$ cat src/verilog/compliance_cfg.svh
// *********************************************************
// Compliance harness configuration: bus widths, memory map
// and test-utility register offsets
// *********************************************************

`ifndef COMPLIANCE_CFG_SVH
`define COMPLIANCE_CFG_SVH

// Bus widths
`define BUS_AW 32
`define BUS_DW 32

// 64 kB RAM, must stay a power of 2 for the mask below
`define RAM_SIZE_WORDS 16384
`define RAM_BASE       32'h0000_0000
`define RAM_MASK       (~(32'(`RAM_SIZE_WORDS * 4 - 1)))

// Test utility, 1 kB window
`define TU_BASE        32'h0002_0000
`define TU_MASK        (~32'h0000_03FF)

// Register offsets inside the test-utility window
`define TU_SIG_BEGIN   32'h0000_0000
`define TU_SIG_END     32'h0000_0004
`define TU_HALT        32'h0000_0008

`endif

$ cat src/verilog/compliance_pkg.sv
// *********************************************************
// Shared host and device indices for the compliance bus
// *********************************************************

package compliance_pkg;

  // Bus hosts, in decreasing priority
  typedef enum logic {
    TestUtilHost,
    ExtHost
  } bus_host_e;

  // Bus devices behind the crossbar
  // Unmapped addresses go to the error responder, which has no index
  typedef enum logic {
    Ram,
    TestUtilDevice
  } bus_device_e;

endpackage

$ cat src/verilog/mem_bus_if.sv
// *********************************************************
// One req/gnt/rvalid memory bus between a host and a device
// *********************************************************

`timescale 1ns/1ps

`include "compliance_cfg.svh"

interface mem_bus_if;

  // Request, driven by the host
  logic                  req;
  logic [`BUS_AW-1:0]    addr;
  logic                  we;
  logic [`BUS_DW/8-1:0]  be;
  logic [`BUS_DW-1:0]    wdata;

  // Response, driven by the device
  logic                  gnt;
  logic                  rvalid;
  logic [`BUS_DW-1:0]    rdata;
  logic                  err;

  modport host (
    output req, addr, we, be, wdata,
    input  gnt, rvalid, rdata, err
  );

  modport device (
    input  req, addr, we, be, wdata,
    output gnt, rvalid, rdata, err
  );

endinterface

$ cat src/verilog/bus_xbar.sv
// *********************************************************
// Two-host crossbar: fixed-priority arbiter, address decode,
// response routing and error responder for unmapped addresses
// *********************************************************

`timescale 1ns/1ps

`include "compliance_cfg.svh"

module bus_xbar
  import compliance_pkg::*;
(
  input  logic       clk_i,
  input  logic       rst_n_i,
  mem_bus_if.device  host_tu,
  mem_bus_if.device  host_ext,
  mem_bus_if.host    dev_ram,
  mem_bus_if.host    dev_tu
);

  bus_host_e             win_host;
  logic                  win_req;
  logic [`BUS_AW-1:0]    win_addr;
  logic                  win_we;
  logic [`BUS_DW/8-1:0]  win_be;
  logic [`BUS_DW-1:0]    win_wdata;
  logic                  hit_ram;
  logic                  hit_tu;
  bus_device_e           win_dev;
  logic                  win_accept;

  logic                  rsp_valid_q;
  bus_host_e             rsp_host_q;
  bus_device_e           rsp_dev_q;
  logic                  rsp_unmapped_q;
  logic                  rsp_rvalid;
  logic [`BUS_DW-1:0]    rsp_rdata;
  logic                  rsp_err;

  // Test utility always wins
  always_comb begin
    if (host_tu.req) begin
      win_host  = TestUtilHost;
      win_addr  = host_tu.addr;
      win_we    = host_tu.we;
      win_be    = host_tu.be;
      win_wdata = host_tu.wdata;
    end else begin
      win_host  = ExtHost;
      win_addr  = host_ext.addr;
      win_we    = host_ext.we;
      win_be    = host_ext.be;
      win_wdata = host_ext.wdata;
    end
  end

  assign win_req = host_tu.req | host_ext.req;

  // Address decode
  assign hit_ram = (win_addr & `RAM_MASK) == `RAM_BASE;
  assign hit_tu  = (win_addr & `TU_MASK) == `TU_BASE;
  assign win_dev = hit_tu ? TestUtilDevice : Ram;

  assign dev_ram.req   = win_req & hit_ram;
  assign dev_ram.addr  = win_addr;
  assign dev_ram.we    = win_we;
  assign dev_ram.be    = win_be;
  assign dev_ram.wdata = win_wdata;

  assign dev_tu.req    = win_req & hit_tu;
  assign dev_tu.addr   = win_addr;
  assign dev_tu.we     = win_we;
  assign dev_tu.be     = win_be;
  assign dev_tu.wdata  = win_wdata;

  // The error responder takes any unmapped request at once
  always_comb begin
    if (hit_ram) begin
      win_accept = win_req & dev_ram.gnt;
    end else if (hit_tu) begin
      win_accept = win_req & dev_tu.gnt;
    end else begin
      win_accept = win_req;
    end
  end

  assign host_tu.gnt  = win_accept & (win_host == TestUtilHost);
  assign host_ext.gnt = win_accept & (win_host == ExtHost);

  // Route of the one transaction in flight
  always_ff @(posedge clk_i or negedge rst_n_i) begin
    if (!rst_n_i) begin
      rsp_valid_q    <= 1'b0;
      rsp_host_q     <= TestUtilHost;
      rsp_dev_q      <= Ram;
      rsp_unmapped_q <= 1'b0;
    end else begin
      rsp_valid_q <= win_accept;
      if (win_accept) begin
        rsp_host_q     <= win_host;
        rsp_dev_q      <= win_dev;
        rsp_unmapped_q <= ~(hit_ram | hit_tu);
      end
    end
  end

  always_comb begin
    if (rsp_unmapped_q) begin
      rsp_rvalid = 1'b1;
      rsp_rdata  = '0;
      rsp_err    = 1'b1;
    end else if (rsp_dev_q == Ram) begin
      rsp_rvalid = dev_ram.rvalid;
      rsp_rdata  = dev_ram.rdata;
      rsp_err    = dev_ram.err;
    end else begin
      rsp_rvalid = dev_tu.rvalid;
      rsp_rdata  = dev_tu.rdata;
      rsp_err    = dev_tu.err;
    end
  end

  assign host_tu.rvalid  = rsp_valid_q & rsp_rvalid & (rsp_host_q == TestUtilHost);
  assign host_tu.rdata   = rsp_rdata;
  assign host_tu.err     = rsp_err;
  assign host_ext.rvalid = rsp_valid_q & rsp_rvalid & (rsp_host_q == ExtHost);
  assign host_ext.rdata  = rsp_rdata;
  assign host_ext.err    = rsp_err;

  a_gnt_needs_req: assert property (@(posedge clk_i) disable iff (!rst_n_i)
    !(host_tu.gnt && !host_tu.req) && !(host_ext.gnt && !host_ext.req));

  a_one_gnt: assert property (@(posedge clk_i) disable iff (!rst_n_i)
    !(host_tu.gnt && host_ext.gnt));

  // A response only returns to the host granted one cycle earlier
  a_rvalid_after_gnt: assert property (@(posedge clk_i) disable iff (!rst_n_i)
    (!host_tu.rvalid || $past(host_tu.gnt)) && (!host_ext.rvalid || $past(host_ext.gnt)));

endmodule

$ cat src/flat_wrapper.sv
// flat-port wrapper written by rule: the top's interface ports become plain ports
module bus_xbar_flat import compliance_pkg::*;
  (clk_i, rst_n_i, host_tu_req, host_tu_addr, host_tu_we, host_tu_be, host_tu_wdata, host_tu_gnt, host_tu_rvalid, host_tu_rdata, host_tu_err, host_ext_req, host_ext_addr, host_ext_we, host_ext_be, host_ext_wdata, host_ext_gnt, host_ext_rvalid, host_ext_rdata, host_ext_err, dev_ram_req, dev_ram_addr, dev_ram_we, dev_ram_be, dev_ram_wdata, dev_ram_gnt, dev_ram_rvalid, dev_ram_rdata, dev_ram_err, dev_tu_req, dev_tu_addr, dev_tu_we, dev_tu_be, dev_tu_wdata, dev_tu_gnt, dev_tu_rvalid, dev_tu_rdata, dev_tu_err);
  mem_bus_if host_tu_i ();
  mem_bus_if host_ext_i ();
  mem_bus_if dev_ram_i ();
  mem_bus_if dev_tu_i ();
  input  logic clk_i;
  input  logic rst_n_i;
  input wire logic [$bits(host_tu_i.req)-1:0] host_tu_req;
  input wire logic [$bits(host_tu_i.addr)-1:0] host_tu_addr;
  input wire logic [$bits(host_tu_i.we)-1:0] host_tu_we;
  input wire logic [$bits(host_tu_i.be)-1:0] host_tu_be;
  input wire logic [$bits(host_tu_i.wdata)-1:0] host_tu_wdata;
  output wire logic [$bits(host_tu_i.gnt)-1:0] host_tu_gnt;
  output wire logic [$bits(host_tu_i.rvalid)-1:0] host_tu_rvalid;
  output wire logic [$bits(host_tu_i.rdata)-1:0] host_tu_rdata;
  output wire logic [$bits(host_tu_i.err)-1:0] host_tu_err;
  input wire logic [$bits(host_ext_i.req)-1:0] host_ext_req;
  input wire logic [$bits(host_ext_i.addr)-1:0] host_ext_addr;
  input wire logic [$bits(host_ext_i.we)-1:0] host_ext_we;
  input wire logic [$bits(host_ext_i.be)-1:0] host_ext_be;
  input wire logic [$bits(host_ext_i.wdata)-1:0] host_ext_wdata;
  output wire logic [$bits(host_ext_i.gnt)-1:0] host_ext_gnt;
  output wire logic [$bits(host_ext_i.rvalid)-1:0] host_ext_rvalid;
  output wire logic [$bits(host_ext_i.rdata)-1:0] host_ext_rdata;
  output wire logic [$bits(host_ext_i.err)-1:0] host_ext_err;
  output wire logic [$bits(dev_ram_i.req)-1:0] dev_ram_req;
  output wire logic [$bits(dev_ram_i.addr)-1:0] dev_ram_addr;
  output wire logic [$bits(dev_ram_i.we)-1:0] dev_ram_we;
  output wire logic [$bits(dev_ram_i.be)-1:0] dev_ram_be;
  output wire logic [$bits(dev_ram_i.wdata)-1:0] dev_ram_wdata;
  input wire logic [$bits(dev_ram_i.gnt)-1:0] dev_ram_gnt;
  input wire logic [$bits(dev_ram_i.rvalid)-1:0] dev_ram_rvalid;
  input wire logic [$bits(dev_ram_i.rdata)-1:0] dev_ram_rdata;
  input wire logic [$bits(dev_ram_i.err)-1:0] dev_ram_err;
  output wire logic [$bits(dev_tu_i.req)-1:0] dev_tu_req;
  output wire logic [$bits(dev_tu_i.addr)-1:0] dev_tu_addr;
  output wire logic [$bits(dev_tu_i.we)-1:0] dev_tu_we;
  output wire logic [$bits(dev_tu_i.be)-1:0] dev_tu_be;
  output wire logic [$bits(dev_tu_i.wdata)-1:0] dev_tu_wdata;
  input wire logic [$bits(dev_tu_i.gnt)-1:0] dev_tu_gnt;
  input wire logic [$bits(dev_tu_i.rvalid)-1:0] dev_tu_rvalid;
  input wire logic [$bits(dev_tu_i.rdata)-1:0] dev_tu_rdata;
  input wire logic [$bits(dev_tu_i.err)-1:0] dev_tu_err;
  assign host_tu_i.req = host_tu_req;
  assign host_tu_i.addr = host_tu_addr;
  assign host_tu_i.we = host_tu_we;
  assign host_tu_i.be = host_tu_be;
  assign host_tu_i.wdata = host_tu_wdata;
  assign host_tu_gnt = host_tu_i.gnt;
  assign host_tu_rvalid = host_tu_i.rvalid;
  assign host_tu_rdata = host_tu_i.rdata;
  assign host_tu_err = host_tu_i.err;
  assign host_ext_i.req = host_ext_req;
  assign host_ext_i.addr = host_ext_addr;
  assign host_ext_i.we = host_ext_we;
  assign host_ext_i.be = host_ext_be;
  assign host_ext_i.wdata = host_ext_wdata;
  assign host_ext_gnt = host_ext_i.gnt;
  assign host_ext_rvalid = host_ext_i.rvalid;
  assign host_ext_rdata = host_ext_i.rdata;
  assign host_ext_err = host_ext_i.err;
  assign dev_ram_req = dev_ram_i.req;
  assign dev_ram_addr = dev_ram_i.addr;
  assign dev_ram_we = dev_ram_i.we;
  assign dev_ram_be = dev_ram_i.be;
  assign dev_ram_wdata = dev_ram_i.wdata;
  assign dev_ram_i.gnt = dev_ram_gnt;
  assign dev_ram_i.rvalid = dev_ram_rvalid;
  assign dev_ram_i.rdata = dev_ram_rdata;
  assign dev_ram_i.err = dev_ram_err;
  assign dev_tu_req = dev_tu_i.req;
  assign dev_tu_addr = dev_tu_i.addr;
  assign dev_tu_we = dev_tu_i.we;
  assign dev_tu_be = dev_tu_i.be;
  assign dev_tu_wdata = dev_tu_i.wdata;
  assign dev_tu_i.gnt = dev_tu_gnt;
  assign dev_tu_i.rvalid = dev_tu_rvalid;
  assign dev_tu_i.rdata = dev_tu_rdata;
  assign dev_tu_i.err = dev_tu_err;
  bus_xbar u_core (.clk_i(clk_i), .rst_n_i(rst_n_i), .host_tu(host_tu_i), .host_ext(host_ext_i), .dev_ram(dev_ram_i), .dev_tu(dev_tu_i));
endmodule
$ cat config.mk
export PLATFORM = sky130hd
export DESIGN_NAME = bus_xbar_flat
export DESIGN_NICKNAME = d
export VERILOG_FILES = /design/src/verilog/compliance_pkg.sv /design/src/verilog/mem_bus_if.sv /design/src/verilog/bus_xbar.sv /design/src/flat_wrapper.sv
export VERILOG_INCLUDE_DIRS = /design/src /design/src/verilog
export SDC_FILE = /design/constraint.sdc
export NUM_CORES = 1
export LEC_CHECK = 0
export ABC_CLOCK_PERIOD_IN_PS = 2000
export BUFFER_PORTS_ARGS = -buffer_cell sky130_fd_sc_hd__buf_2
export CAP_MARGIN = 20
export CORE_AREA = 2 2 162 164
export CTS_CLUSTER_DIAMETER = 40
export CTS_CLUSTER_SIZE = 14
export DETAILED_ROUTE_END_ITERATION = 7
export DIE_AREA = 0 0 164 166
export GPL_ROUTABILITY_DRIVEN = 0
export GPL_TIMING_DRIVEN = 1
export PLACE_DENSITY = 0.39
export SLEW_MARGIN = 15
export SYNTH_ARGS = -nofsm -noshare
export SYNTH_HDL_FRONTEND = slang
export SYNTH_SLANG_ARGS = --single-unit
$ cat constraint.sdc
create_clock -name clk_i -period 2 [get_ports clk_i]
set_input_delay 0.1 -clock clk_i [delete_from_list [all_inputs] [get_ports clk_i]]
set_output_delay 0.1 -clock clk_i [all_outputs]
set_load 0.01 [all_outputs]
==> impl_results.md <==
- Area taken by multi-input logic gates: 1550 um^2
- Hpwl dp: 13,000 um
- Combinational share of power: 69.4%
- Final worst-path cycle share: 87.9%
- Seq cells post-synth: 4
- Resize count post-CTS: 0
- Vias in the first global route: 2,975
- Pre-CTS setup slack: 178 ps
- FF-to-FF setup slack: 990 ps
- Layout Skew: 0 ps
- CP max-delay cell: mux2_2
- Die area: 27,200 um^2
- Layout area overhead: 73.3%
- Placed Cells: 948
- Async SR Flop Fraction: 100%
- Routed WL: 14,100 um
- Fin crit period: 1760 ps
- Hold Crit Class: in -> reg
- Post-route cell area: 4350 um^2
- Leak: 2.36 nW
- Syn Area/Cell: 8.26 um^2
- Critical path fanouts, max: 20
- Root buffer cell: clkbuf_16
- Total CTS buffers: 3
- Setup ws final: 242 ps
- CP peak stage delay: 410 ps
- CTS tree: yes
- Hold depth: 3
- Hold Path End: u_core.rsp_unmapped_q
- Largest net degree at the start of global routing: 44
- Starting Density: 9.80%
- Total GRT Usage: 9.44%
- Worst slew pin tran: 531 ps
- Clk buf depth: 2
- WS Path Type: in -> out
- Worst path bufs/invs: 2
- Internal power: 0.816 mW
- Yosys cell types: 33
- Sequential Power Share: 6.6%
- Pwr per Cell Area: 311 nW/um^2
- EDFF count, synth: 0
- Worst R2R End: u_core.rsp_dev_q
- RSZ-0062 raised after global routing: no
- Share of layout cells above drive strength 1: 82.5%
- Postcts setup bufs: 0
- Row count: 59
- Chip Width: 164 um
- Number of max-cap violations: 0
- Vias per inst: 3.44
- Synth top area share: 30.5%
- Detailed-route via count: 3,284
- Setup TNS Final: 0 ps
- Syn Inst Count: 304
- Final Max Tran Viols: 0
- Placed cell area: 4260 um^2
- Minimum hold slack: 223 ps
- Critical path cell sequence: buf_4 -> mux2_2 -> nor4_4 -> o211a_4 -> o21ai_1 -> nor2_1 -> buf_2
- Number of I/O pins: 422
- First-pass GRT wire length: 19,100 um
- PortBufs: 421
- Remaining global-route overflow: 0
- Synth warn: 0
- Die Y-Extent: 166 um
- # DRC: 0
- Final ANT Viol Nets: 0
- Net Sw Power: 0.535 mW
- Core Box Area: 25,600 um^2
- Fmax: 569 MHz
- Crit path arrival time: 1660 ps
- Hold_sp: host_ext_req
- Status: finished, final reports clean
- VDD IR max: 0.199 mV
- Sw Ratio: 39.6%
- Post-synthesis cell area: 2510 um^2
- Register area share after synthesis: 3.99%
- DRT iter0 DRCs: 55
- Req. time, crit path: 1900 ps
- Cell type with the largest total area after synthesis: buf_4
- Relative slew slack: 64.6%
- Clock power frac: 24.0%
- Hold buffer count at CTS: 1
- Initial antenna violation count: 6
- Worst-Skew Late Latency: 220 ps
- Drt pass-1 iters: 4
- Reg2Reg Launch Point: u_core.rsp_dev_q
- Cell family with most CP delay: buffers and inverters
- Area taken by flip-flops and latches: 101 um^2
- H-tree levels: 1
- Fillers: 2,926
- Setup violations, final: 0
- Reg2Reg Depth: 2
- Routed length per instance: 14.8 um
- Final Net Count: 831
- Sink Count: 4
- Area contributors post-synth: buf_4 (30%), mux2_2 (30%), mux2i_1 (13%)
- Worst-path clk slew: 30 ps
- Post-Synthesis Net Count: 516
- Worst Setup End Kind: output port
- Post-synth top flop: dfrtp_1
- Post-Layout Cell Count: 956
- CP startpoint kind: input pin
- Hold Violations, Final: 0
## per-layer routing
metal,GRT usage (%),share of wire (%)
met5,0,0.092
met4,1.56,1.8
met3,2.00,8.7
met2,17.9,51
met1,10.9,38
## flip-flops by register name (all words and copies together), names as in the netlist
signal and count:
u_core.rsp_dev_q 1, u_core.rsp_host_q 1, u_core.rsp_unmapped_q 1, u_core.rsp_valid_q 1
## power by group through the flow
stage	clock (mW)	sequential (mW)	combinational [mW]
floorplan	0	0.0874	0.599
global placement	0	0.0911	0.951
detailed placement	0	0.0908	0.948
CTS	0.330	0.0900	0.954
global route	0.337	0.0902	1.02
finish	0.324	0.0894	0.938
## cells in the mapped netlist (2+ instances only)
master,number
buf_4,102
mux2_2,68
nor2_1,40
mux2i_1,32
buf_2,11
nor4_1,6
clkbuf_1,5
dfrtp_1,4
o21ai_0,4
a21boi_2,2
a21oi_1,2
and3_1,2
inv_1,2
mux2_4,2
nand2_1,2
nor4b_1,2
o21ai_1,2
## worst min-delay path: cells and delay by family
family / cells / cell delay, ps
AOI/OAI and AO/OA: 1 / 130
and+or+nand+nor: 1 / 70
buffers and inverters: 1 / 110
## cell usage in the layout, fill, tap and decap left out, types with 2 or more instances in the layout
cell       count
o21ai_1        2
a21oi_1        2
nor4b_1        2
dfrtp_1        3
mux2_4         2
nand2_1        2
o21ai_0        4
and3_1         2
mux2i_1       32
buf_4          7
a21boi_2       2
clkbuf_16      3
nor2_1        40
inv_1          2
mux2_2        68
nor4_1         6
buf_2        420
diode_2        3
## per-stage QoR
step	power, mW	utilization (%)
3_5_place_dp	1.04	16.6
3_3_place_gp	1.04	16.6
4_1_cts	1.37	17.0
6_report	1.35	17.0
2_1_floorplan	0.686	-
5_1_grt	1.45	17.0
## cells by family (layout without fill, tap and decap cells)
family | Yosys count | in the layout | synth area share (%)
AO/OA/AOI/OAI | 18 | 18 | 6.08
buffers and inverters | 121 | 435 | 34.2
flip-flops | 4 | 4 | 3.99
multiplexers | 102 | 102 | 44.4
other | 0 | 3 | 0
AND/OR/NAND/NOR | 59 | 59 | 11.3
## how the worst max path moves through the flow
stage	start	to	slack (ps)	depth (start not counted)
after floorplan	u_core.rsp_dev_q	host_tu_rdata[10]	480	5
after global placement	host_tu_req	dev_tu_req	190	7
after detailed placement	host_tu_req	dev_tu_req	180	7
after CTS	host_tu_req	dev_tu_req	170	7
after global routing	host_tu_req	dev_tu_req	110	7
final	host_tu_req	dev_tu_req	240	7
## cell type report
cell class | instances | area share, %
Tap cell | 335 | 9.63
Multi-Input combinational cell | 179 | 35.7
Clock buffer | 4 | 1.81
Timing Repair Buffer | 429 | 50.2
Antenna cell | 3 | 0.173
Sequential cell | 4 | 2.33
Inverter | 2 | 0.173
No activity file was read; power rests on OpenSTA's default activity.
