## src/verilog/compliance_cfg.svh

```systemverilog
// *********************************************************
// Compliance harness configuration: bus widths, memory map
// and test-utility register offsets
// *********************************************************

`ifndef COMPLIANCE_CFG_SVH
`define COMPLIANCE_CFG_SVH

// Bus widths
`define BUS_AW 32
`define BUS_DW 32

// 64 kB RAM, must stay a power of 2 for the mask below
`define RAM_SIZE_WORDS 16384
`define RAM_BASE       32'h0000_0000
`define RAM_MASK       (~(32'(`RAM_SIZE_WORDS * 4 - 1)))

// Test utility, 1 kB window
`define TU_BASE        32'h0002_0000
`define TU_MASK        (~32'h0000_03FF)

// Register offsets inside the test-utility window
`define TU_SIG_BEGIN   32'h0000_0000
`define TU_SIG_END     32'h0000_0004
`define TU_HALT        32'h0000_0008

`endif

```

## src/verilog/mem_bus_if.sv

```systemverilog
// *********************************************************
// One req/gnt/rvalid memory bus between a host and a device
// *********************************************************

`timescale 1ns/1ps

`include "compliance_cfg.svh"

interface mem_bus_if;

  // Request, driven by the host
  logic                  req;
  logic [`BUS_AW-1:0]    addr;
  logic                  we;
  logic [`BUS_DW/8-1:0]  be;
  logic [`BUS_DW-1:0]    wdata;

  // Response, driven by the device
  logic                  gnt;
  logic                  rvalid;
  logic [`BUS_DW-1:0]    rdata;
  logic                  err;

  modport host (
    output req, addr, we, be, wdata,
    input  gnt, rvalid, rdata, err
  );

  modport device (
    input  req, addr, we, be, wdata,
    output gnt, rvalid, rdata, err
  );

endinterface

```

## src/verilog/riscv_testutil.sv

```systemverilog
// *********************************************************
// Test utility: signature range and halt registers, plus a
// host engine that reads the signature out over the bus
// *********************************************************

`timescale 1ns/1ps

`include "compliance_cfg.svh"

module riscv_testutil (
  input  logic               clk_i,
  input  logic               rst_n_i,
  mem_bus_if.device          dev,
  mem_bus_if.host            host,
  output logic               sig_valid_o,
  output logic [`BUS_DW-1:0] sig_data_o,
  output logic               halt_o
);

  logic [`BUS_AW-1:0] sig_begin_q;
  logic [`BUS_AW-1:0] sig_end_q;
  logic [`BUS_AW-1:0] dev_off;
  logic [`BUS_DW-1:0] be_mask;
  logic               dev_wr;
  logic               dev_rvalid_q;
  logic [`BUS_DW-1:0] dev_rdata_q;
  logic               dump_start;
  logic               dump_busy_q;
  logic [`BUS_AW-1:0] rd_addr_q;
  logic [`BUS_AW-1:0] rd_addr_next;
  logic               halt_q;

  assign dev_off = dev.addr & ~`TU_MASK;
  assign dev_wr  = dev.req & dev.we;

  always_comb begin
    for (int i = 0; i < `BUS_DW / 8; i++) begin
      be_mask[8*i +: 8] = {8{dev.be[i]}};
    end
  end

  // Signature range registers
  always_ff @(posedge clk_i or negedge rst_n_i) begin
    if (!rst_n_i) begin
      sig_begin_q <= '0;
      sig_end_q   <= '0;
    end else if (dev_wr) begin
      if (dev_off == `TU_SIG_BEGIN) begin
        sig_begin_q <= (sig_begin_q & ~be_mask) | (dev.wdata & be_mask);
      end
      if (dev_off == `TU_SIG_END) begin
        sig_end_q <= (sig_end_q & ~be_mask) | (dev.wdata & be_mask);
      end
    end
  end

  always_ff @(posedge clk_i) begin
    if (dev.req) begin
      case (dev_off)
        `TU_SIG_BEGIN: dev_rdata_q <= sig_begin_q;
        `TU_SIG_END:   dev_rdata_q <= sig_end_q;
        `TU_HALT:      dev_rdata_q <= {{(`BUS_DW-1){1'b0}}, halt_q};
        default:       dev_rdata_q <= '0;
      endcase
    end
  end

  always_ff @(posedge clk_i or negedge rst_n_i) begin
    if (!rst_n_i) begin
      dev_rvalid_q <= 1'b0;
    end else begin
      dev_rvalid_q <= dev.req;
    end
  end

  assign dev.gnt    = dev.req;
  assign dev.rvalid = dev_rvalid_q;
  assign dev.rdata  = dev_rdata_q;
  assign dev.err    = 1'b0;

  // Dump engine
  // Halt writes during or after a dump are dropped
  assign dump_start   = dev_wr & (dev_off == `TU_HALT) & ~dump_busy_q & ~halt_q;
  assign rd_addr_next = rd_addr_q + `BUS_AW'(4);

  always_ff @(posedge clk_i or negedge rst_n_i) begin
    if (!rst_n_i) begin
      dump_busy_q <= 1'b0;
      halt_q      <= 1'b0;
      rd_addr_q   <= '0;
    end else if (dump_start) begin
      if (sig_end_q > sig_begin_q) begin
        dump_busy_q <= 1'b1;
        rd_addr_q   <= sig_begin_q;
      end else begin
        halt_q <= 1'b1;
      end
    end else if (host.gnt) begin
      rd_addr_q <= rd_addr_next;
      // Halt rises together with the last signature word
      if (rd_addr_next >= sig_end_q) begin
        dump_busy_q <= 1'b0;
        halt_q      <= 1'b1;
      end
    end
  end

  // Next read goes out in the same cycle as the previous response
  assign host.req   = dump_busy_q;
  assign host.addr  = rd_addr_q;
  assign host.we    = 1'b0;
  assign host.be    = '1;
  assign host.wdata = '0;

  assign sig_valid_o = host.rvalid;
  assign sig_data_o  = host.rdata;
  assign halt_o      = halt_q;

  a_sig_range: assert property (@(posedge clk_i) disable iff (!rst_n_i)
    dump_start |-> (sig_end_q >= sig_begin_q));

endmodule
```

## src/flat_wrapper.sv

```systemverilog
// flat-port wrapper written by rule: the top's interface ports become plain ports
module riscv_testutil_flat 
  (clk_i, rst_n_i, sig_valid_o, sig_data_o, halt_o, dev_req, dev_addr, dev_we, dev_be, dev_wdata, dev_gnt, dev_rvalid, dev_rdata, dev_err, host_req, host_addr, host_we, host_be, host_wdata, host_gnt, host_rvalid, host_rdata, host_err);
  mem_bus_if dev_i ();
  mem_bus_if host_i ();
  input  logic clk_i;
  input  logic rst_n_i;
  output logic sig_valid_o;
  output logic [`BUS_DW-1:0] sig_data_o;
  output logic halt_o;
  input wire logic [$bits(dev_i.req)-1:0] dev_req;
  input wire logic [$bits(dev_i.addr)-1:0] dev_addr;
  input wire logic [$bits(dev_i.we)-1:0] dev_we;
  input wire logic [$bits(dev_i.be)-1:0] dev_be;
  input wire logic [$bits(dev_i.wdata)-1:0] dev_wdata;
  output wire logic [$bits(dev_i.gnt)-1:0] dev_gnt;
  output wire logic [$bits(dev_i.rvalid)-1:0] dev_rvalid;
  output wire logic [$bits(dev_i.rdata)-1:0] dev_rdata;
  output wire logic [$bits(dev_i.err)-1:0] dev_err;
  output wire logic [$bits(host_i.req)-1:0] host_req;
  output wire logic [$bits(host_i.addr)-1:0] host_addr;
  output wire logic [$bits(host_i.we)-1:0] host_we;
  output wire logic [$bits(host_i.be)-1:0] host_be;
  output wire logic [$bits(host_i.wdata)-1:0] host_wdata;
  input wire logic [$bits(host_i.gnt)-1:0] host_gnt;
  input wire logic [$bits(host_i.rvalid)-1:0] host_rvalid;
  input wire logic [$bits(host_i.rdata)-1:0] host_rdata;
  input wire logic [$bits(host_i.err)-1:0] host_err;
  assign dev_i.req = dev_req;
  assign dev_i.addr = dev_addr;
  assign dev_i.we = dev_we;
  assign dev_i.be = dev_be;
  assign dev_i.wdata = dev_wdata;
  assign dev_gnt = dev_i.gnt;
  assign dev_rvalid = dev_i.rvalid;
  assign dev_rdata = dev_i.rdata;
  assign dev_err = dev_i.err;
  assign host_req = host_i.req;
  assign host_addr = host_i.addr;
  assign host_we = host_i.we;
  assign host_be = host_i.be;
  assign host_wdata = host_i.wdata;
  assign host_i.gnt = host_gnt;
  assign host_i.rvalid = host_rvalid;
  assign host_i.rdata = host_rdata;
  assign host_i.err = host_err;
  riscv_testutil u_core (.clk_i(clk_i), .rst_n_i(rst_n_i), .dev(dev_i), .host(host_i), .sig_valid_o(sig_valid_o), .sig_data_o(sig_data_o), .halt_o(halt_o));
endmodule
```

## config.mk

```make
export PLATFORM = sky130hd
export DESIGN_NAME = riscv_testutil_flat
export DESIGN_NICKNAME = d
export VERILOG_FILES = /design/src/verilog/mem_bus_if.sv /design/src/verilog/riscv_testutil.sv /design/src/flat_wrapper.sv
export VERILOG_INCLUDE_DIRS = /design/src /design/src/verilog
export SDC_FILE = /design/constraint.sdc
export NUM_CORES = 1
export LEC_CHECK = 0
export BUFFER_PORTS_ARGS = -buffer_cell sky130_fd_sc_hd__buf_2
export CAP_MARGIN = 5
export CORE_UTILIZATION = 40
export CTS_CLUSTER_DIAMETER = 40
export DETAILED_ROUTE_END_ITERATION = 16
export PLACE_DENSITY = 0.64
export SLEW_MARGIN = 25
export SYNTH_ARGS = -nofsm -noshare
export SYNTH_HDL_FRONTEND = slang
export SYNTH_SLANG_ARGS = --single-unit
```

## constraint.sdc

```tcl
create_clock -name clk_i -period 3.7 [get_ports clk_i]
set_clock_uncertainty 0.15 [all_clocks]
set_input_delay 0.74 -clock clk_i [delete_from_list [all_inputs] [get_ports clk_i]]
set_output_delay 0.74 -clock clk_i [all_outputs]
set_load 0.02 [all_outputs]
```

==> results of run 1 <==
cell type report:
| type | count | share of cell area |
|---|---|---|
| clock buffers | 22 | 0.05349 |
| clock inverters | 10 | 0.008667 |
| multi-input cells | 551 | 0.4052 |
| inverters | 70 | 0.02844 |
| flip-flops and latches | 131 | 0.3722 |
| well taps | 265 | 0.03589 |
| repair buffers | 154 | 0.09615 |
report_power, final:
group	leakage, nW	internal (mW)	switching, mW
combinational	3.13	0.463	0.666
clock	0.279	1.00	0.641
sequential	1.31	1.59	0.107
total	4.71	3.05	1.41
repair_timing:
action,4_1_cts,5_1_grt
setup endpoints to repair,0,2
hold buffers,0,0
gates resized for setup,0,6
setup buffers,0,4
synthesized netlist by cell type, types with 2 or more instances:
master / n / share of area
sky130_fd_sc_hd__nor3_2: 3 / 0.0038
sky130_fd_sc_hd__a21o_1: 9 / 0.0085
sky130_fd_sc_hd__nor3_1: 7 / 0.0044
sky130_fd_sc_hd__buf_2: 3 / 0.0019
sky130_fd_sc_hd__inv_1: 70 / 0.033
sky130_fd_sc_hd__o21ai_0: 74 / 0.046
sky130_fd_sc_hd__and2_1: 2 / 0.0016
sky130_fd_sc_hd__ha_1: 66 / 0.10
sky130_fd_sc_hd__edfxtp_1: 32 / 0.12
sky130_fd_sc_hd__dfrtp_1: 99 / 0.31
sky130_fd_sc_hd__buf_6: 4 / 0.0056
sky130_fd_sc_hd__nor2b_1: 2 / 0.0016
sky130_fd_sc_hd__xor2_1: 10 / 0.011
sky130_fd_sc_hd__o2111ai_1: 2 / 0.0022
sky130_fd_sc_hd__mux2_2: 13 / 0.018
sky130_fd_sc_hd__nand2_1: 88 / 0.041
sky130_fd_sc_hd__nor4_1: 4 / 0.0031
sky130_fd_sc_hd__buf_4: 72 / 0.068
sky130_fd_sc_hd__nand3_1: 16 / 0.010
sky130_fd_sc_hd__a22o_1: 31 / 0.034
sky130_fd_sc_hd__nand2b_1: 2 / 0.0016
sky130_fd_sc_hd__a211oi_1: 4 / 0.0038
sky130_fd_sc_hd__o31a_1: 2 / 0.0022
sky130_fd_sc_hd__conb_1: 2 / 0.00094
sky130_fd_sc_hd__nor2_1: 37 / 0.017
sky130_fd_sc_hd__xnor2_1: 18 / 0.020
sky130_fd_sc_hd__a21oi_1: 45 / 0.028
sky130_fd_sc_hd__clkbuf_1: 27 / 0.013
sky130_fd_sc_hd__or4_1: 2 / 0.0019
sky130_fd_sc_hd__mux2i_1: 22 / 0.028
sky130_fd_sc_hd__mux2_4: 5 / 0.0094
sky130_fd_sc_hd__and4_1: 3 / 0.0033
sky130_fd_sc_hd__and3_1: 13 / 0.010
sky130_fd_sc_hd__nand4_1: 18 / 0.014
cell families (layout without fill, tap and decap cells):
logic type / count (synthesis) / count (layout) / synth area share
AND/OR/NAND/NOR: 203 / 203 / 0.1229
AO/OA/AOI/OAI: 176 / 176 / 0.1347
buffers and inverters: 176 / 256 / 0.1209
flip-flops: 131 / 131 / 0.4309
adder cells (fa/ha/maj): 66 / 66 / 0.1035
multiplexers: 40 / 40 / 0.05535
XOR/XNOR: 28 / 28 / 0.03073
other: 2 / 38 / 0.0009412
worst max-delay path by stage:
| stage | startpoint | to | cells past startpoint |
|---|---|---|---|
| 4_1_cts | u_core.host.addr[7] | u_core.host.req | 13 |
| 3_5_place_dp | u_core.host.addr[7] | u_core.host.req | 13 |
| 2_1_floorplan | u_core.host.addr[8] | u_core.host.req | 13 |
| 6_report | u_core.host.addr[9] | u_core.host.req | 13 |
| 3_3_place_gp | u_core.host.addr[7] | u_core.host.req | 13 |
| 5_1_grt | u_core.host.addr[9] | u_core.host.req | 13 |
metal layers:
| metal | global-route usage | up-vias |
|---|---|---|
| met3 | 0.05164 | 43 |
| met2 | 0.3286 | 173 |
| met1 | 0.2707 | 2831 |
| li1 | - | 2965 |
| met4 | 0.08567 | 4 |
| met5 | 0 | - |
through the flow:
step / instances / TNS [ps] / area [sq um]
4_1_cts: 1199 / 0 / 9189
2_1_floorplan: 858 / 0 / 8114
6_report: 1203 / 0 / 9239
3_3_place_gp: 1167 / 0 / 8615
5_1_grt: 1203 / -0.7248 / 9239
3_5_place_dp: 1167 / 0 / 8615
worst max-delay path, stage by stage, from the launching register on:
cell	delay, ps
sky130_fd_sc_hd__dfrtp_1	340
sky130_fd_sc_hd__and3_2	230
sky130_fd_sc_hd__nand4_4	160
sky130_fd_sc_hd__or3_4	450
sky130_fd_sc_hd__nor3_2	180
sky130_fd_sc_hd__xor2_1	230
sky130_fd_sc_hd__ha_1	270
sky130_fd_sc_hd__and3_1	180
sky130_fd_sc_hd__nand3_1	130
sky130_fd_sc_hd__nor2_1	80
sky130_fd_sc_hd__o211a_1	110
sky130_fd_sc_hd__or4_1	460
sky130_fd_sc_hd__o31a_1	340
sky130_fd_sc_hd__o21ai_1	110
==> flow_summary.rst, run 1 <==
.. list-table::
   :header-rows: 1

   * - Metric
     - Value
   * - Run status
     - completed
   * - DRT Wirelength
     - about 20,000 um
   * - Clock tree root buffer cell
     - sky130_fd_sc_hd__clkbuf_16
   * - Height of the die
     - 143.2 um
   * - Dpl ws
     - between 80 and 90 ps
   * - Worst setup SP type
     - flop
   * - Max cap viols
     - 0
   * - Commonest non-fill, non-tap cell in the layout
     - sky130_fd_sc_hd__buf_2
   * - Number of levels in the clock H-tree
     - 4
   * - DIE AREA
     - slightly above 20,000 sq um
   * - Commonest non-fill, non-tap cells in the layout
     - sky130_fd_sc_hd__buf_2 (117), sky130_fd_sc_hd__dfrtp_1 (99), sky130_fd_sc_hd__nand2_1 (88)
   * - Chip Width
     - 143.2 um
   * - Post-layout total power
     - roughly 4.5 mW
   * - Max-Slew Margin vs Limit
     - 0.5900
   * - Number of max-slew violations in the final report
     - 0
   * - Clock Sink Count
     - approximately 130
   * - Average cell area after synthesis
     - slightly below 10 sq um
   * - Highest metal layer with signal wires
     - met5
   * - Crit path DAT
     - around 3700 ps
   * - Worst-case clock buffer depth
     - 2
   * - Async set-or-reset flop fraction in the synthesized netlist
     - 0.7557
   * - Peak clock frequency supported by timing
     - 287.1 MHz
   * - Post-route antenna net violation count
     - 0
   * - CTS buffer count
     - 17
   * - Clock transition at path regs
     - approximately 60 ps
   * - Wire length on met1
     - 9218 um
   * - Hold WC Path Type
     - in -> async
   * - Final critical-path setup slack
     - ~220 ps
   * - Via count of the first global-routing pass
     - between 6,000 and 7,000
   * - Tmin final
     - roughly 3500 ps
   * - Initial core utilization
     - 0.4086
   * - Worst R2R Path Depth
     - 13
   * - Pin count of the biggest net entering global routing
     - 56
   * - Slew of the pin with the lowest slew margin
     - between 600 and 700 ps
   * - Number of core rows
     - just over 50
   * - Number of I/O pins
     - 246
   * - Warning count from the yosys run
     - 0
   * - Share of post-route cells with drive strength above 1
     - 0.2281
   * - RD Place Congestion
     - 0.7919
   * - Proportion of synthesized chip area in sequential cells
     - 0.4309
   * - Final setup violation count
     - 0
   * - Layout overhead on the synthesized area
     - 15.79%
   * - Static Leak
     - between 4 and 5 nW
   * - Drt initial violations
     - about 400
   * - Sort of element at the end of the critical path
     - flop
   * - Final HPWL from detailed placement
     - ~15,000 um
   * - Wire length on met2
     - 9077 um
   * - Hold WS
     - 171.5 ps
   * - Required time worst endpoint
     - about 4000 ps
   * - Total power per unit cell area
     - between 400 and 500 nW/um^2
   * - Flop2flop setup slack
     - approximately 220 ps
   * - Number of diodes added for antenna fixing
     - 0
   * - Number of standard cells after synthesis
     - between 800 and 900
   * - Post-synth design cell area
     - around 8000 sq um
   * - Wire length of the first global-routing pass
     - around 32,000 um
   * - Count of buffers inserted at the top-level ports
     - between 100 and 150
   * - Average detailed-routed wire length per instance
     - roughly 17 um
   * - Reg-to-Reg End
     - u_core.host.req
   * - Synth Register Bits
     - ~130
   * - Total Routing Usage GR
     - 0.2077
   * - Clk_lat worst skew
     - approximately 430 ps
   * - Final period utilization
     - 0.9415
   * - Clock tree from TritonCTS
     - built
   * - Fill count
     - between 1,500 and 2,000
   * - Crit path max fanout
     - 6
   * - GRT Residual Overflow
     - 0
   * - Total area of sequential cells
     - about 3400 sq um
   * - Final design utilization
     - 0.4732
   * - Antenna violations before repair
     - 3
   * - Total length of routed met3 wires
     - 1143 um
   * - Hold Fails Final Rpt
     - 0
   * - Peak VDD IR
     - roughly 350 uV
   * - Net count reported at finish
     - approximately 1,100
   * - Core area
     - ~20,000 sq um
   * - Launch point of the worst reg-to-reg path
     - u_core.host.addr[9]
   * - DRC violations left
     - 0
   * - Commonest register cell after synthesis
     - sky130_fd_sc_hd__dfrtp_1
   * - Total via count in the routed design
     - around 6,000
   * - TritonRoute pass-1 iters
     - 5
   * - Vias per cell
     - around 5.0
   * - EDFF count, synth
     - 32
   * - Total area of multi-input combinational cells
     - between 3000 and 4000 sq um
   * - Critical path class
     - reg -> reg
   * - Unique masters post-synth
     - between 40 and 50
(Power assumes the default switching activity.)
==> inputs of run 2 (changes only) <==
Settings changed: BUFFER_PORTS_ARGS -buffer_cell sky130_fd_sc_hd__buf_2 to unset, CORE_UTILIZATION 40 to 50, DONT_BUFFER_PORTS set to 1, PLACE_DENSITY 0.64 to 0.7.
==> run 2 against run 1 <==
  * Critical path depth unchanged
  * Combinational power down 6%
  * Critical path type unchanged
  * Largest cell class unchanged
  * Worst hold slack worse by 74 ps
==> flow_summary.rst, run 2 (same netlist as run 1, synthesis figures left out) <==
.. list-table::
   :header-rows: 1

   * - Metric
     - Value
   * - Run status
     - completed
   * - Vias per cell
     - ~5.4
   * - Pin count of the biggest net entering global routing
     - 100
   * - Hold WC Path Type
     - in -> async
   * - Max cap viols
     - 0
   * - Cells after DPL
     - 1,003
   * - Net count reported at finish
     - roughly 990
   * - Number of levels in the clock H-tree
     - 4
   * - RD Place Congestion
     - 0.8521
   * - Number of max-slew violations in the final report
     - 0
   * - Final period utilization
     - 0.9433
   * - Standard cell with the maximum stage delay on the critical path
     - sky130_fd_sc_hd__or4_1
   * - Slew of the pin with the lowest slew margin
     - approximately 530 ps
   * - Hold Fails Final Rpt
     - 0
   * - Initial core utilization
     - 0.5191
   * - Flop2flop setup slack
     - roughly 210 ps
   * - Clk_lat worst skew
     - 430 ps
   * - Wire length of the first global-routing pass
     - ~29,000 um
   * - Crit path max fanout
     - 6
   * - Peak clock frequency supported by timing
     - roughly 290 MHz
   * - Total power per unit cell area
     - between 400 and 500 nW/um^2
   * - Final design utilization
     - 0.5592
   * - CTS buffer count
     - 17
   * - Post-Layout Cell Count
     - roughly 1,000
   * - Count of buffers inserted at the top-level ports
     - 0
   * - Buffering stage count on the worst path with inverters included
     - 0
   * - Post-route setup TNS
     - 0 ps
   * - Tmin final
     - ~3500 ps
   * - Cell-by-cell trace of the critical path
     - and3_2 -> nand4_4 -> or3_4 -> nor3_2 -> xor2_1 -> ha_1 -> and3_1 -> nand3_1 -> nor2_1 -> o211a_1 -> or4_1 -> o31a_1 -> o21ai_1
   * - Via count of the first global-routing pass
     - 5,490
   * - Chip Width
     - 128.3 um
   * - Worst setup SP type
     - flop
   * - Clock tree from TritonCTS
     - built
   * - Cell family with the largest share of critical-path delay
     - simple AND/OR/NAND/NOR gates
   * - Largest stage delay on the critical path
     - approximately 470 ps
   * - Sort of element at the end of the critical path
     - flop
   * - Final critical-path setup slack
     - between 200 and 250 ps
   * - Clock tree root buffer cell
     - sky130_fd_sc_hd__clkbuf_16
   * - Fill count
     - about 1,300
   * - Antenna violations before repair
     - 0
   * - GRT Residual Overflow
     - 0
   * - Dpl ws
     - between 200 and 250 ps
   * - Peak VDD IR
     - 384.9 uV
   * - Number of core rows
     - 45
   * - Commonest non-fill, non-tap cells in the layout
     - sky130_fd_sc_hd__dfrtp_1 (99), sky130_fd_sc_hd__nand2_1 (88), sky130_fd_sc_hd__o21ai_0 (74)
   * - TritonRoute pass-1 iters
     - 5
   * - Drt initial violations
     - about 290
   * - Average detailed-routed wire length per instance
     - about 17 um
   * - Crit path DAT
     - about 3700 ps
   * - DRT Wirelength
     - 18,100 um
   * - Required time worst endpoint
     - approximately 4000 ps
   * - Layout overhead on the synthesized area
     - 7.731%
   * - Number of diodes added for antenna fixing
     - 0
   * - Static Leak
     - about 4.2 nW
   * - Share of post-route cells with drive strength above 1
     - 0.1212
   * - Worst-case clock buffer depth
     - 2
   * - Post-route antenna net violation count
     - 0
   * - Clock Sink Count
     - between 100 and 150
   * - Clock transition at path regs
     - 60 ps
   * - Number of I/O pins
     - ~250
   * - Total via count in the routed design
     - 5,548
   * - Commonest non-fill, non-tap cell in the layout
     - sky130_fd_sc_hd__dfrtp_1
   * - Final HPWL from detailed placement
     - between 10,000 and 15,000 um
   * - RSZ-0062 raised after global routing
     - false
   * - Core area
     - between 15,000 and 20,000 sq um
   * - Max-Slew Margin vs Limit
     - 0.6451
   * - Critical path class
     - reg -> reg
   * - DIE AREA
     - approximately 16,000 sq um
   * - Final setup violation count
     - 0
   * - Height of the die
     - approximately 130 um
   * - DRC violations left
     - 0
   * - Total Routing Usage GR
     - 0.2338
==> run 2: cell types whose count changed in the layout (fill, tap and decap cells not counted), moves of 2 or more <==
| cell | before | now |
|---|---|---|
| sky130_fd_sc_hd__buf_2 | 117 | 0 |
| sky130_fd_sc_hd__buf_4 | 35 | 38 |
| sky130_fd_sc_hd__clkbuf_1 | 0 | 2 |
| sky130_fd_sc_hd__clkbuf_8 | 5 | 3 |
| sky130_fd_sc_hd__clkinv_1 | 2 | 0 |
| sky130_fd_sc_hd__clkinv_2 | 4 | 6 |
==> run 2: layout make-up <==
| type | instances | area, sq um | share of cell area |
|---|---|---|---|
| inverter | 70 | 262.8 | 0.03057 |
| clock inverter | 10 | 60.06 | 0.006987 |
| multi-input combinational | 551 | 3744 | 0.4355 |
| timing repair buffer | 41 | 352.8 | 0.04105 |
| clock buffer | 22 | 474.2 | 0.05517 |
| tap | 211 | 264.0 | 0.03071 |
| sequential | 131 | 3438 | 0.4000 |
==> run 2: where the power goes <==
| group | switching, mW | internal (mW) | total [mW] |
|---|---|---|---|
| clock | 0.625 | 0.899 | 1.52 |
| combinational | 0.653 | 0.406 | 1.06 |
| sequential | 0.0843 | 1.59 | 1.67 |
==> run 2: path summary, 6_finish.rpt <==
kind	from	to	cells after the start
worst max-delay path	u_core.host.addr[8]	u_core.host.req	13
worst min-delay path	rst_n_i	asynchronous set/reset pin	1
worst max register to register	u_core.host.addr[8]	u_core.host.req	13
worst min register to register	flop	u_core.host.addr[2]	1
max in group asynchronous	rst_n_i	asynchronous set/reset pin	1
min in group clk_i	dev_req	u_core.dev.rvalid	0
==> run 2: through the flow <==
step           hold slack (ps)  power [mW]  area [sq um]
3_5_place_dp             296.5       2.718          8014
4_1_cts                  103.7       4.275          8576
3_3_place_gp             297.1       2.697          8014
6_report                 97.48       4.255          8596
2_1_floorplan            294.4       2.478          8114
5_1_grt                  136.5       4.462          8596
==> run 2: what timing repair did <==
action                     in CTS  in global routing
gates resized for setup         0                  4
setup endpoints to repair       0                  1
hold buffers                    1                  0
setup buffers                   0                  0
hold endpoints to repair       99                  0
==> run 2: metal layers <==
| metal | global-route usage | routed length, um | up-vias |
|---|---|---|---|
| met4 | 0.08512 | 381 | 0 |
| met5 | 0 | 0 | - |
| met2 | 0.3571 | 8055 | 171 |
| li1 | - | - | 2740 |
| met1 | 0.3199 | 8424 | 2608 |
| met3 | 0.06219 | 1236 | 29 |
